File: src/frame_pkg.sv
package frame_pkg;

    ////////////////////////////////////////
    // widths and framing constants

    localparam int BYTE_W      = 8;
    localparam int COORD_W     = 16;
    localparam int ADDR_W      = 16;
    localparam int DATA_W      = 32;
    localparam int CMD_BYTES   = (ADDR_W + DATA_W) / BYTE_W;
    localparam int MAGIC_BYTES = 8;

    // spells BIVFRAME, sent from the top byte down
    localparam logic [MAGIC_BYTES*BYTE_W-1:0] MAGIC_NUM = 64'h42_49_56_46_52_41_4D_45;

    ////////////////////////////////////////
    // bundled signals

    typedef struct packed {
        logic              sof;
        logic [BYTE_W-1:0] ch0;
        logic [BYTE_W-1:0] ch1;
    } pixel_beat_t;

    typedef struct packed {
        logic [ADDR_W-1:0] addr;
        logic [DATA_W-1:0] data;
    } command_t;

    typedef struct packed {
        logic [COORD_W-1:0] col_start;
        logic [COORD_W-1:0] row_start;
    } roi_corner_t;

    // host register map
    typedef enum logic [ADDR_W-1:0] {
        REG_COL_START = 16'h0010,
        REG_ROW_START = 16'h0011
    } reg_addr_e;

    typedef enum logic [1:0] {
        SER_IDLE,
        SER_HEADER,
        SER_CH0,
        SER_CH1
    } ser_state_e;

endpackage

File: src/command_assembler.sv
`timescale 1ns/1ps

module command_assembler (
    input  logic                         core_clk,
    input  logic                         sys_reset,
    input  logic [frame_pkg::BYTE_W-1:0] cmd_byte_i,
    input  logic                         cmd_byte_valid_i,
    output frame_pkg::command_t          cmd_o,
    output logic                         cmd_valid_o
);
    import frame_pkg::*;

    localparam int CNT_W = $clog2(CMD_BYTES);
    localparam int CMD_W = $bits(command_t);

    logic [CNT_W-1:0] byte_cnt;
    logic [CMD_W-1:0] shift_q;
    logic             last_byte;

    // sixth byte of the word
    assign last_byte = cmd_byte_valid_i && (byte_cnt == CNT_W'(CMD_BYTES - 1));

    // address first, msb first, so older bytes end up on top
    always_ff @(posedge core_clk) begin
        if (cmd_byte_valid_i) begin
            shift_q <= {shift_q[CMD_W-BYTE_W-1:0], cmd_byte_i};
        end
    end

    always_ff @(posedge core_clk) begin
        if (sys_reset) begin
            byte_cnt    <= '0;
            cmd_valid_o <= 1'b0;
        end else begin
            cmd_valid_o <= last_byte;
            if (last_byte) begin
                byte_cnt <= '0;
            end else if (cmd_byte_valid_i) begin
                byte_cnt <= byte_cnt + CNT_W'(1);
            end
        end
    end

    assign cmd_o = command_t'(shift_q);

    // a word takes six strobes so pulses never touch
    cmd_valid_single_a: assert property (
        @(posedge core_clk) disable iff (sys_reset)
        cmd_valid_o |=> !cmd_valid_o
    );

endmodule

File: config.mk
export PLATFORM = sky130hd
export DESIGN_NAME = command_assembler
export DESIGN_NICKNAME = d
export VERILOG_FILES = /design/src/frame_pkg.sv /design/src/command_assembler.sv
export SDC_FILE = /design/constraint.sdc
export NUM_CORES = 1
export LEC_CHECK = 0
export ABC_CLOCK_PERIOD_IN_PS = 2210
export BUFFER_PORTS_ARGS = -buffer_cell sky130_fd_sc_hd__buf_4
export CAP_MARGIN = 20
export CORE_MARGIN = 3
export CORE_UTILIZATION = 51
export CTS_BUF_LIST = sky130_fd_sc_hd__clkbuf_8 sky130_fd_sc_hd__clkbuf_16
export CTS_CLUSTER_SIZE = 28
export DETAILED_ROUTE_END_ITERATION = 16
export PLACE_DENSITY_LB_ADDON = 0.12
export SETUP_SLACK_MARGIN = 0.05
export SLEW_MARGIN = 20
export SYNTH_ARGS = -nofsm -noshare
export SYNTH_HDL_FRONTEND = slang
export SYNTH_SLANG_ARGS = --single-unit
File: constraint.sdc
create_clock -name core_clk -period 2.21 [get_ports core_clk]
set_input_delay 0.1105 -clock core_clk [delete_from_list [all_inputs] [get_ports core_clk]]
set_output_delay 0.1105 -clock core_clk [all_outputs]
set_load 0.1 [all_outputs]
==> results of run 1 <==
sequential cells by signal, indices dropped and copies added, names as in the netlist:
signal,cells
byte_cnt,3
cmd_valid_o,1
cmd_o,48
how the worst max path moves through the flow:
stage / startpoint / slack (ps) / end / cells after the start
floorplan: cmd_o[2] / 960 / cmd_o[10] / 0
global placement: cmd_byte_valid_i / 1200 / byte_cnt[1] / 3
detailed placement: cmd_byte_valid_i / 1150 / byte_cnt[2] / 3
CTS: cmd_o[22] / 1100 / cmd_o[22] / 1
global route: byte_cnt[1] / 1040 / byte_cnt[1] / 5
finish: cmd_o[3] / 1110 / cmd_o[3] / 1
power by group:
| group | switching [mW] | leakage [nW] | internal [mW] | total [mW] |
|---|---|---|---|---|
| Clock | 0.266 | 0.0505 | 0.213 | 0.479 |
| Sequential | 0.0302 | 0.502 | 1.14 | 1.17 |
| Combinational | 0.445 | 0.372 | 0.0932 | 0.538 |
cells in the final DEF (no fill, tap or decap), drive strengths merged:
master / instances
a21oi: 3
buf: 59
clkbuf: 5
clkinv: 1
dfxtp: 4
dlygate4sd3: 9
edfxtp: 48
ha: 2
inv: 3
mux2i: 1
nand2: 1
nand2b: 1
nand3b: 1
nor2: 1
nor3: 1
nor3b: 1
o211a: 1
repair_timing:
| item | in CTS | in global routing |
|---|---|---|
| buffers inserted | 0 | 0 |
| setup endpoints to repair | 0 | 0 |
| hold buffers | 9 | 0 |
| endpoints found under the hold margin | 11 | 0 |
cell usage after synthesis, drive strengths merged:
cell type  count  area share [%]
edfxtp        48              89
dfxtp          4             4.9
a21oi          3            0.92
ha             2             1.5
inv            1            0.23
mux2i          1            0.62
nand2          1            0.23
nand2b         1            0.39
nand3b         1            0.46
nor2           1            0.23
nor3           1            0.62
nor3b          1            0.46
o211a          1            0.62
cell type report:
type                       count  area, um^2
clock inverter                 3        12.5
multi-input combinational     13        98.8
tap                           42        52.6
timing repair buffer          68         533
inverter                       1        3.75
sequential                    52        1520
fill                         169         609
clock buffer                   5        68.8
metal layers:
layer,GRT usage [%],vias up
li1,-,406
met1,16.2,410
met2,27.0,43
met3,7.37,6
met4,4.96,0
met5,0,-
cells by family (layout without fill, tap and decap cells):
group,after synthesis,after routing,share of synthesized area (%)
muxes,1,1,0.616
adders and majority gates,2,2,1.54
and+or+nand+nor,6,6,2.39
buffers and inverters,1,77,0.231
AOI/OAI and AO/OA,4,4,1.54
DFF,52,52,93.7
==> impl_metrics.prom, run 1 <==
# TYPE chip_impl_metric gauge
chip_impl_metric{name="grt_max_degree",unit=""} 55
chip_impl_metric{name="global_route_wire_length_before_repair",unit="um"} 4570
chip_impl_metric{name="drt_pass1_iterations",unit=""} 3
chip_impl_info{name="min_from",value="cmd_byte_valid_i"} 1
chip_impl_metric{name="met2WireLength",unit="um"} 1460
chip_impl_metric{name="worst-path-max-fanout",unit=""} 2
chip_impl_metric{name="placedCellCount",unit=""} 167
chip_impl_info{name="holdCritPathClass",value="input pin to register"} 1
chip_impl_metric{name="fp-row-count",unit=""} 19
chip_impl_metric{name="cpPeakStageDelay",unit="ps"} 390
chip_impl_info{name="setup_repair_after_global_routing_missed_its_margin",value="no"} 1
chip_impl_metric{name="grt.overflow.total",unit=""} 0
chip_impl_metric{name="die-height",unit="um"} 62.4
chip_impl_metric{name="timing.fmax",unit="MHz"} 908
chip_impl_metric{name="setup.reg_to_reg.worst_slack",unit="ps"} 1110
chip_impl_metric{name="diodes",unit=""} 0
chip_impl_metric{name="drive_gt1_share",unit="%"} 46.5
chip_impl_metric{name="r2r.worst_path.cells",unit=""} 5
chip_impl_metric{name="floorplan.die_area",unit="mm^2"} 0.00390
chip_impl_metric{name="synth_cells",unit=""} 66
chip_impl_info{name="reg2reg_end",value="byte_cnt[1]"} 1
chip_impl_info{name="tritoncts_clock_tree",value="built"} 1
chip_impl_metric{name="placement.setup.worst_slack",unit="ps"} 1150
chip_impl_metric{name="path_buf_inv",unit=""} 1
chip_impl_metric{name="setup_tns",unit="ps"} 0
chip_impl_metric{name="timing.hold.ws",unit="ps"} 364
chip_impl_metric{name="finish.utilization",unit="%"} 79.0
chip_impl_metric{name="cts_buf_count",unit=""} 5
chip_impl_metric{name="postSynthNetCount",unit=""} 79
chip_impl_metric{name="fin_worst_skew",unit="ps"} 9.03
chip_impl_info{name="top_layer_used",value="met4"} 1
chip_impl_metric{name="timing.final.setup_violations",unit=""} 0
chip_impl_metric{name="drtAntennaViolNets",unit=""} 0
chip_impl_metric{name="gp_congestion",unit=""} 0.694
chip_impl_metric{name="areaGrowthSynthToFinish",unit="%"} 41.1
chip_impl_metric{name="peak_vdd_ir",unit="uV"} 782
chip_impl_metric{name="power_density",unit="mW/mm^2"} 957
chip_impl_metric{name="clock_slew_seen_by_the_registers_of_the_worst_setup_and_hold_paths",unit="ps"} 90
chip_impl_metric{name="detail_route.wirelength.met1",unit="um"} 981
chip_impl_metric{name="number_of_top_level_design_ports",unit=""} 60
chip_impl_info{name="cp_slowest_cell",value="sky130_fd_sc_hd__edfxtp_1"} 1
chip_impl_metric{name="design_power_total",unit="mW"} 2.19
chip_impl_metric{name="drt_initial_violations",unit=""} 24
chip_impl_info{name="run_status",value="finished, final reports clean"} 1
chip_impl_metric{name="final-instance-count-excl-fill",unit=""} 184
chip_impl_metric{name="worst_ep_arrival_time",unit="ps"} 990
chip_impl_metric{name="clock_path_buffers",unit=""} 2
chip_impl_metric{name="die_w",unit="um"} 62.4
chip_impl_metric{name="setup_ws",unit="ps"} 1110
chip_impl_metric{name="route.vias.total",unit=""} 865
chip_impl_metric{name="max-slew-margin-rel",unit="%"} 58.1
chip_impl_metric{name="synth.avg_cell_area",unit="um^2"} 24.6
chip_impl_info{name="worst_r2r_startpoint",value="byte_cnt[1]"} 1
chip_impl_info{name="timing.critical_path.to_type",value="primary output"} 1
chip_impl_metric{name="synth.cell_area",unit="mm^2"} 0.00162
chip_impl_metric{name="leakagePower",unit="nW"} 0.925
chip_impl_metric{name="post-route-period-util",unit="%"} 49.8
chip_impl_info{name="critical_path.cell_chain",value="buf_4"} 1
chip_impl_info{name="crit_type",value="register to primary output"} 1
chip_impl_metric{name="worstMarginPinSlew",unit="ps"} 629
chip_impl_metric{name="routedWlPerCell",unit="um"} 15.0
chip_impl_metric{name="nNetsFinal",unit=""} 154
chip_impl_metric{name="timing.critical_path.required",unit="ps"} 2100
chip_impl_metric{name="placeable_core_area",unit="mm^2"} 0.00290
chip_impl_metric{name="place.port_buffers",unit=""} 59
chip_impl_metric{name="timing.hold.worst_path_depth",unit=""} 1
chip_impl_metric{name="grt_util_all_layers",unit="%"} 15.4
chip_impl_info{name="crit_path_start_kind",value="register"} 1
chip_impl_metric{name="wl_met3",unit="um"} 265
chip_impl_metric{name="post_detailed_placement_cell_area",unit="mm^2"} 0.00212
chip_impl_metric{name="final.min_clock_period",unit="ps"} 1100
chip_impl_metric{name="synth_seq_area_share",unit="%"} 93.7
chip_impl_metric{name="drt-total-wl",unit="um"} 2750
chip_impl_metric{name="cts.sink_count",unit=""} 52
chip_impl_info{name="hold_crit_endpoint",value="cmd_o[1]"} 1
chip_impl_info{name="worst_path_dominant_cell_family",value="flip-flops"} 1
chip_impl_metric{name="finish.instance_area",unit="mm^2"} 0.00229
chip_impl_metric{name="floorplan.initialDensity",unit="%"} 56.0
chip_impl_metric{name="report.final.hold_viol_count",unit=""} 0
chip_impl_metric{name="clkLatencyLatePin",unit="ps"} 290
chip_impl_metric{name="synth_seq_cells",unit=""} 52
chip_impl_metric{name="yosys_warnings",unit=""} 0
chip_impl_metric{name="drv.max_cap_violation_count",unit=""} 0
chip_impl_metric{name="detail_route.vias_per_cell",unit=""} 4.70
chip_impl_metric{name="htreeDepth",unit=""} 2
chip_impl_metric{name="first_global_vias",unit=""} 944
chip_impl_metric{name="synth_cell_types",unit=""} 13
chip_impl_metric{name="remaining_drc_errors",unit=""} 0
chip_impl_metric{name="finalMaxSlewViolations",unit=""} 0
chip_impl_metric{name="cts_repair_resize_count",unit=""} 0
chip_impl_info{name="clockRootBuffer",value="sky130_fd_sc_hd__clkbuf_8"} 1
chip_impl_metric{name="dp_hpwl",unit="um"} 1730
chip_impl_metric{name="grt_antenna_before_repair",unit=""} 0
Note: power is estimated with default switching activity, not from simulation.
==> run 2: changes to the inputs <==
--- a/config.mk
+++ b/config.mk
@@ -5,11 +5,11 @@
 export SDC_FILE = /design/constraint.sdc
 export NUM_CORES = 1
 export LEC_CHECK = 0
-export ABC_CLOCK_PERIOD_IN_PS = 2210
+export ABC_CLOCK_PERIOD_IN_PS = 1150
 export BUFFER_PORTS_ARGS = -buffer_cell sky130_fd_sc_hd__buf_4
 export CAP_MARGIN = 20
 export CORE_MARGIN = 3
-export CORE_UTILIZATION = 51
+export CORE_UTILIZATION = 47
 export CTS_BUF_LIST = sky130_fd_sc_hd__clkbuf_8 sky130_fd_sc_hd__clkbuf_16
 export CTS_CLUSTER_SIZE = 28
 export DETAILED_ROUTE_END_ITERATION = 16
==> constraint.sdc (replaced) <==
create_clock -name core_clk -period 1.15 [get_ports core_clk]
set_input_delay 0.0575 -clock core_clk [delete_from_list [all_inputs] [get_ports core_clk]]
set_output_delay 0.0575 -clock core_clk [all_outputs]
set_load 0.1 [all_outputs]
==> run 2 against run 1 <==
Against the previous run:
- clock skew decreased by 6.1 ps
- sequential share of layout area decreased by 1.4 points
- total power increased by 93%
- die area increased by 7.7%
- critical endpoint is now byte_cnt[2]
- largest power group unchanged
- highest routed layer is now met3
==> impl_metrics.prom, run 2 (same netlist as run 1, synthesis figures left out) <==
# TYPE chip_impl_metric gauge
chip_impl_metric{name="grt_util_all_layers",unit="%"} 13.1
chip_impl_metric{name="gr-usage-met2",unit="%"} 21.5
chip_impl_metric{name="dp_hpwl",unit="um"} 1780
chip_impl_metric{name="setup_ws",unit="ps"} 113
chip_impl_metric{name="power_density",unit="mW/mm^2"} 1810
chip_impl_metric{name="number_of_top_level_design_ports",unit=""} 60
chip_impl_metric{name="remaining_drc_errors",unit=""} 0
chip_impl_metric{name="place.port_buffers",unit=""} 59
chip_impl_info{name="holdCritPathClass",value="input pin to register"} 1
chip_impl_metric{name="groute.layer.met1.usage",unit="%"} 15.2
chip_impl_metric{name="cpPeakStageDelay",unit="ps"} 330
chip_impl_info{name="clockRootBuffer",value="sky130_fd_sc_hd__clkbuf_8"} 1
chip_impl_metric{name="peak_vdd_ir",unit="uV"} 1160
chip_impl_metric{name="post_detailed_placement_cell_area",unit="mm^2"} 0.00216
chip_impl_metric{name="fin_worst_skew",unit="ps"} 2.96
chip_impl_metric{name="nNetsFinal",unit=""} 157
chip_impl_metric{name="largest_reg_flops",unit=""} 48
chip_impl_metric{name="die_w",unit="um"} 64.8
chip_impl_info{name="peak_usage_layer_in_the_global_routing_report",value="met2"} 1
chip_impl_metric{name="worst-path-max-fanout",unit=""} 2
chip_impl_metric{name="route.vias.total",unit=""} 875
chip_impl_metric{name="global_route_wire_length_before_repair",unit="um"} 4050
chip_impl_metric{name="drt-total-wl",unit="um"} 2640
chip_impl_metric{name="drtAntennaViolNets",unit=""} 0
chip_impl_metric{name="grt.overflow.total",unit=""} 0
chip_impl_metric{name="cts_buf_count",unit=""} 5
chip_impl_metric{name="worst_ep_arrival_time",unit="ps"} 1260
chip_impl_metric{name="timing.critical_path.required",unit="ps"} 1370
chip_impl_metric{name="areaGrowthSynthToFinish",unit="%"} 44.1
chip_impl_metric{name="cts.sink_count",unit=""} 52
chip_impl_info{name="critical_path.cell_chain",value="buf_4 -> ha_1 -> o211a_1 -> nor3_2"} 1
chip_impl_info{name="crit_type",value="register to register"} 1
chip_impl_metric{name="drive_gt1_share",unit="%"} 47.6
chip_impl_metric{name="finish.instance_area",unit="mm^2"} 0.00234
chip_impl_metric{name="die-height",unit="um"} 64.8
chip_impl_info{name="run_status",value="finished, final reports clean"} 1
chip_impl_metric{name="drt_initial_violations",unit=""} 31
chip_impl_metric{name="placeable_core_area",unit="mm^2"} 0.00318
chip_impl_metric{name="leakagePower",unit="nW"} 0.947
chip_impl_metric{name="timing.final.setup_violations",unit=""} 0
chip_impl_info{name="tritoncts_clock_tree",value="built"} 1
chip_impl_metric{name="floorplan.die_area",unit="mm^2"} 0.00420
chip_impl_metric{name="drv.max_cap_violation_count",unit=""} 0
chip_impl_metric{name="htreeDepth",unit=""} 2
chip_impl_metric{name="routedWlPerCell",unit="um"} 14.0
chip_impl_metric{name="grt_antenna_before_repair",unit=""} 0
chip_impl_metric{name="timing.fmax",unit="MHz"} 965
chip_impl_metric{name="post-route-period-util",unit="%"} 90.1
chip_impl_metric{name="clock_path_buffers",unit=""} 2
chip_impl_info{name="cp_slowest_cell",value="sky130_fd_sc_hd__dfxtp_2"} 1
chip_impl_metric{name="grt_max_degree",unit=""} 20
chip_impl_metric{name="drt_pass1_iterations",unit=""} 4
chip_impl_metric{name="max-slew-margin-rel",unit="%"} 81.2
chip_impl_metric{name="diodes",unit=""} 0
chip_impl_info{name="crit_path_start_kind",value="register"} 1
chip_impl_metric{name="floorplan.initialDensity",unit="%"} 51.1
chip_impl_metric{name="final.min_clock_period",unit="ps"} 1040
chip_impl_metric{name="report.final.hold_viol_count",unit=""} 0
chip_impl_metric{name="detail_route.vias_per_cell",unit=""} 4.63
chip_impl_metric{name="worstMarginPinSlew",unit="ps"} 285
chip_impl_metric{name="finalMaxSlewViolations",unit=""} 0
chip_impl_metric{name="placement.setup.worst_slack",unit="ps"} 116
chip_impl_metric{name="clock_slew_seen_by_the_registers_of_the_worst_setup_and_hold_paths",unit="ps"} 80
chip_impl_info{name="mostFrequentLayoutCells",value="60 x sky130_fd_sc_hd__buf_4, 48 x sky130_fd_sc_hd__edfxtp_1, 9 x sky130_fd_sc_hd__dlygate4sd3_1"} 1
chip_impl_metric{name="grt_util_met3",unit="%"} 6.24
chip_impl_info{name="timing.critical_path.to_type",value="register"} 1
chip_impl_metric{name="final-instance-count-excl-fill",unit=""} 189
chip_impl_metric{name="gp_congestion",unit=""} 0.633
chip_impl_metric{name="first_global_vias",unit=""} 891
chip_impl_info{name="layout.cells.most_common",value="sky130_fd_sc_hd__buf_4"} 1
chip_impl_info{name="setup_repair_after_global_routing_missed_its_margin",value="no"} 1
chip_impl_metric{name="placedCellCount",unit=""} 171
chip_impl_metric{name="clkLatencyLatePin",unit="ps"} 290
chip_impl_metric{name="fp-row-count",unit=""} 20
-- run 2: cell count changes in the layout (fill, tap and decap cells not counted) --
cell                       previous run  this run
sky130_fd_sc_hd__buf_12               0         2
sky130_fd_sc_hd__buf_4               59        60
sky130_fd_sc_hd__clkinv_1             0         1
sky130_fd_sc_hd__clkinv_2             1         0
sky130_fd_sc_hd__dfxtp_1              4         3
sky130_fd_sc_hd__dfxtp_2              0         1
-- run 2: repair_timing --
action / 4_1_cts / 5_1_grt
setup endpoints to repair: 0 / 3
buffers inserted: 0 / 1
resized for setup: 0 / 1
hold buffers: 9 / 0
endpoints found under the hold margin: 12 / 0
-- run 2: cell type report --
| type | count | area (um^2) |
|---|---|---|
| sequential | 52 | 1520 |
| inverter | 1 | 3.75 |
| tap | 44 | 55.1 |
| fill | 206 | 837 |
| timing repair buffer | 71 | 581 |
| clock buffer | 5 | 68.8 |
| clock inverter | 3 | 11.3 |
| multi-input combinational | 13 | 98.8 |
-- run 2: final timing paths --
check / depth (start not counted) / slack [ps] / end / startpoint
max reg2reg: 4 / 110 / byte_cnt[2] / byte_cnt[1]
min: 1 / 160 / cmd_o[2] / cmd_byte_valid_i
min reg2reg: 0 / 450 / cmd_o[14] / cmd_o[6]
max: 4 / 110 / byte_cnt[2] / byte_cnt[1]
-- run 2: worst max-delay path, delay by kind of cell (launching register included) --
family / cells / cell delay, ps
buffers and inverters: 1 / 130
adder cells (fa/ha/maj): 1 / 190
flip-flops: 1 / 330
AO/OA/AOI/OAI: 1 / 220
AND/OR/NAND/NOR: 1 / 100
-- run 2: power by group --
group          switching, mW  total, mW  internal [mW]  leakage [nW]
Clock                  0.515      0.922          0.406        0.0482
Combinational          0.858       1.05          0.196         0.396
Sequential            0.0538       2.25           2.20         0.503
-- run 2: through the flow --
stage	setup TNS, ps	hold slack, ps	util [%]	total power [mW]
after floorplan	-3810	127	-	3.07
after global placement	0	237	68.0	3.31
after detailed placement	0	237	68.0	3.33
after CTS	0	159	73.4	4.26
after global routing	0	154	73.7	4.38
final	0	162	73.7	4.23
-- run 2: routing by layer --
metal,vias to the layer above,wire [um]
met3,0,276
met4,0,0
met2,49,1330
met5,-,0
li1,415,-
met1,411,1030
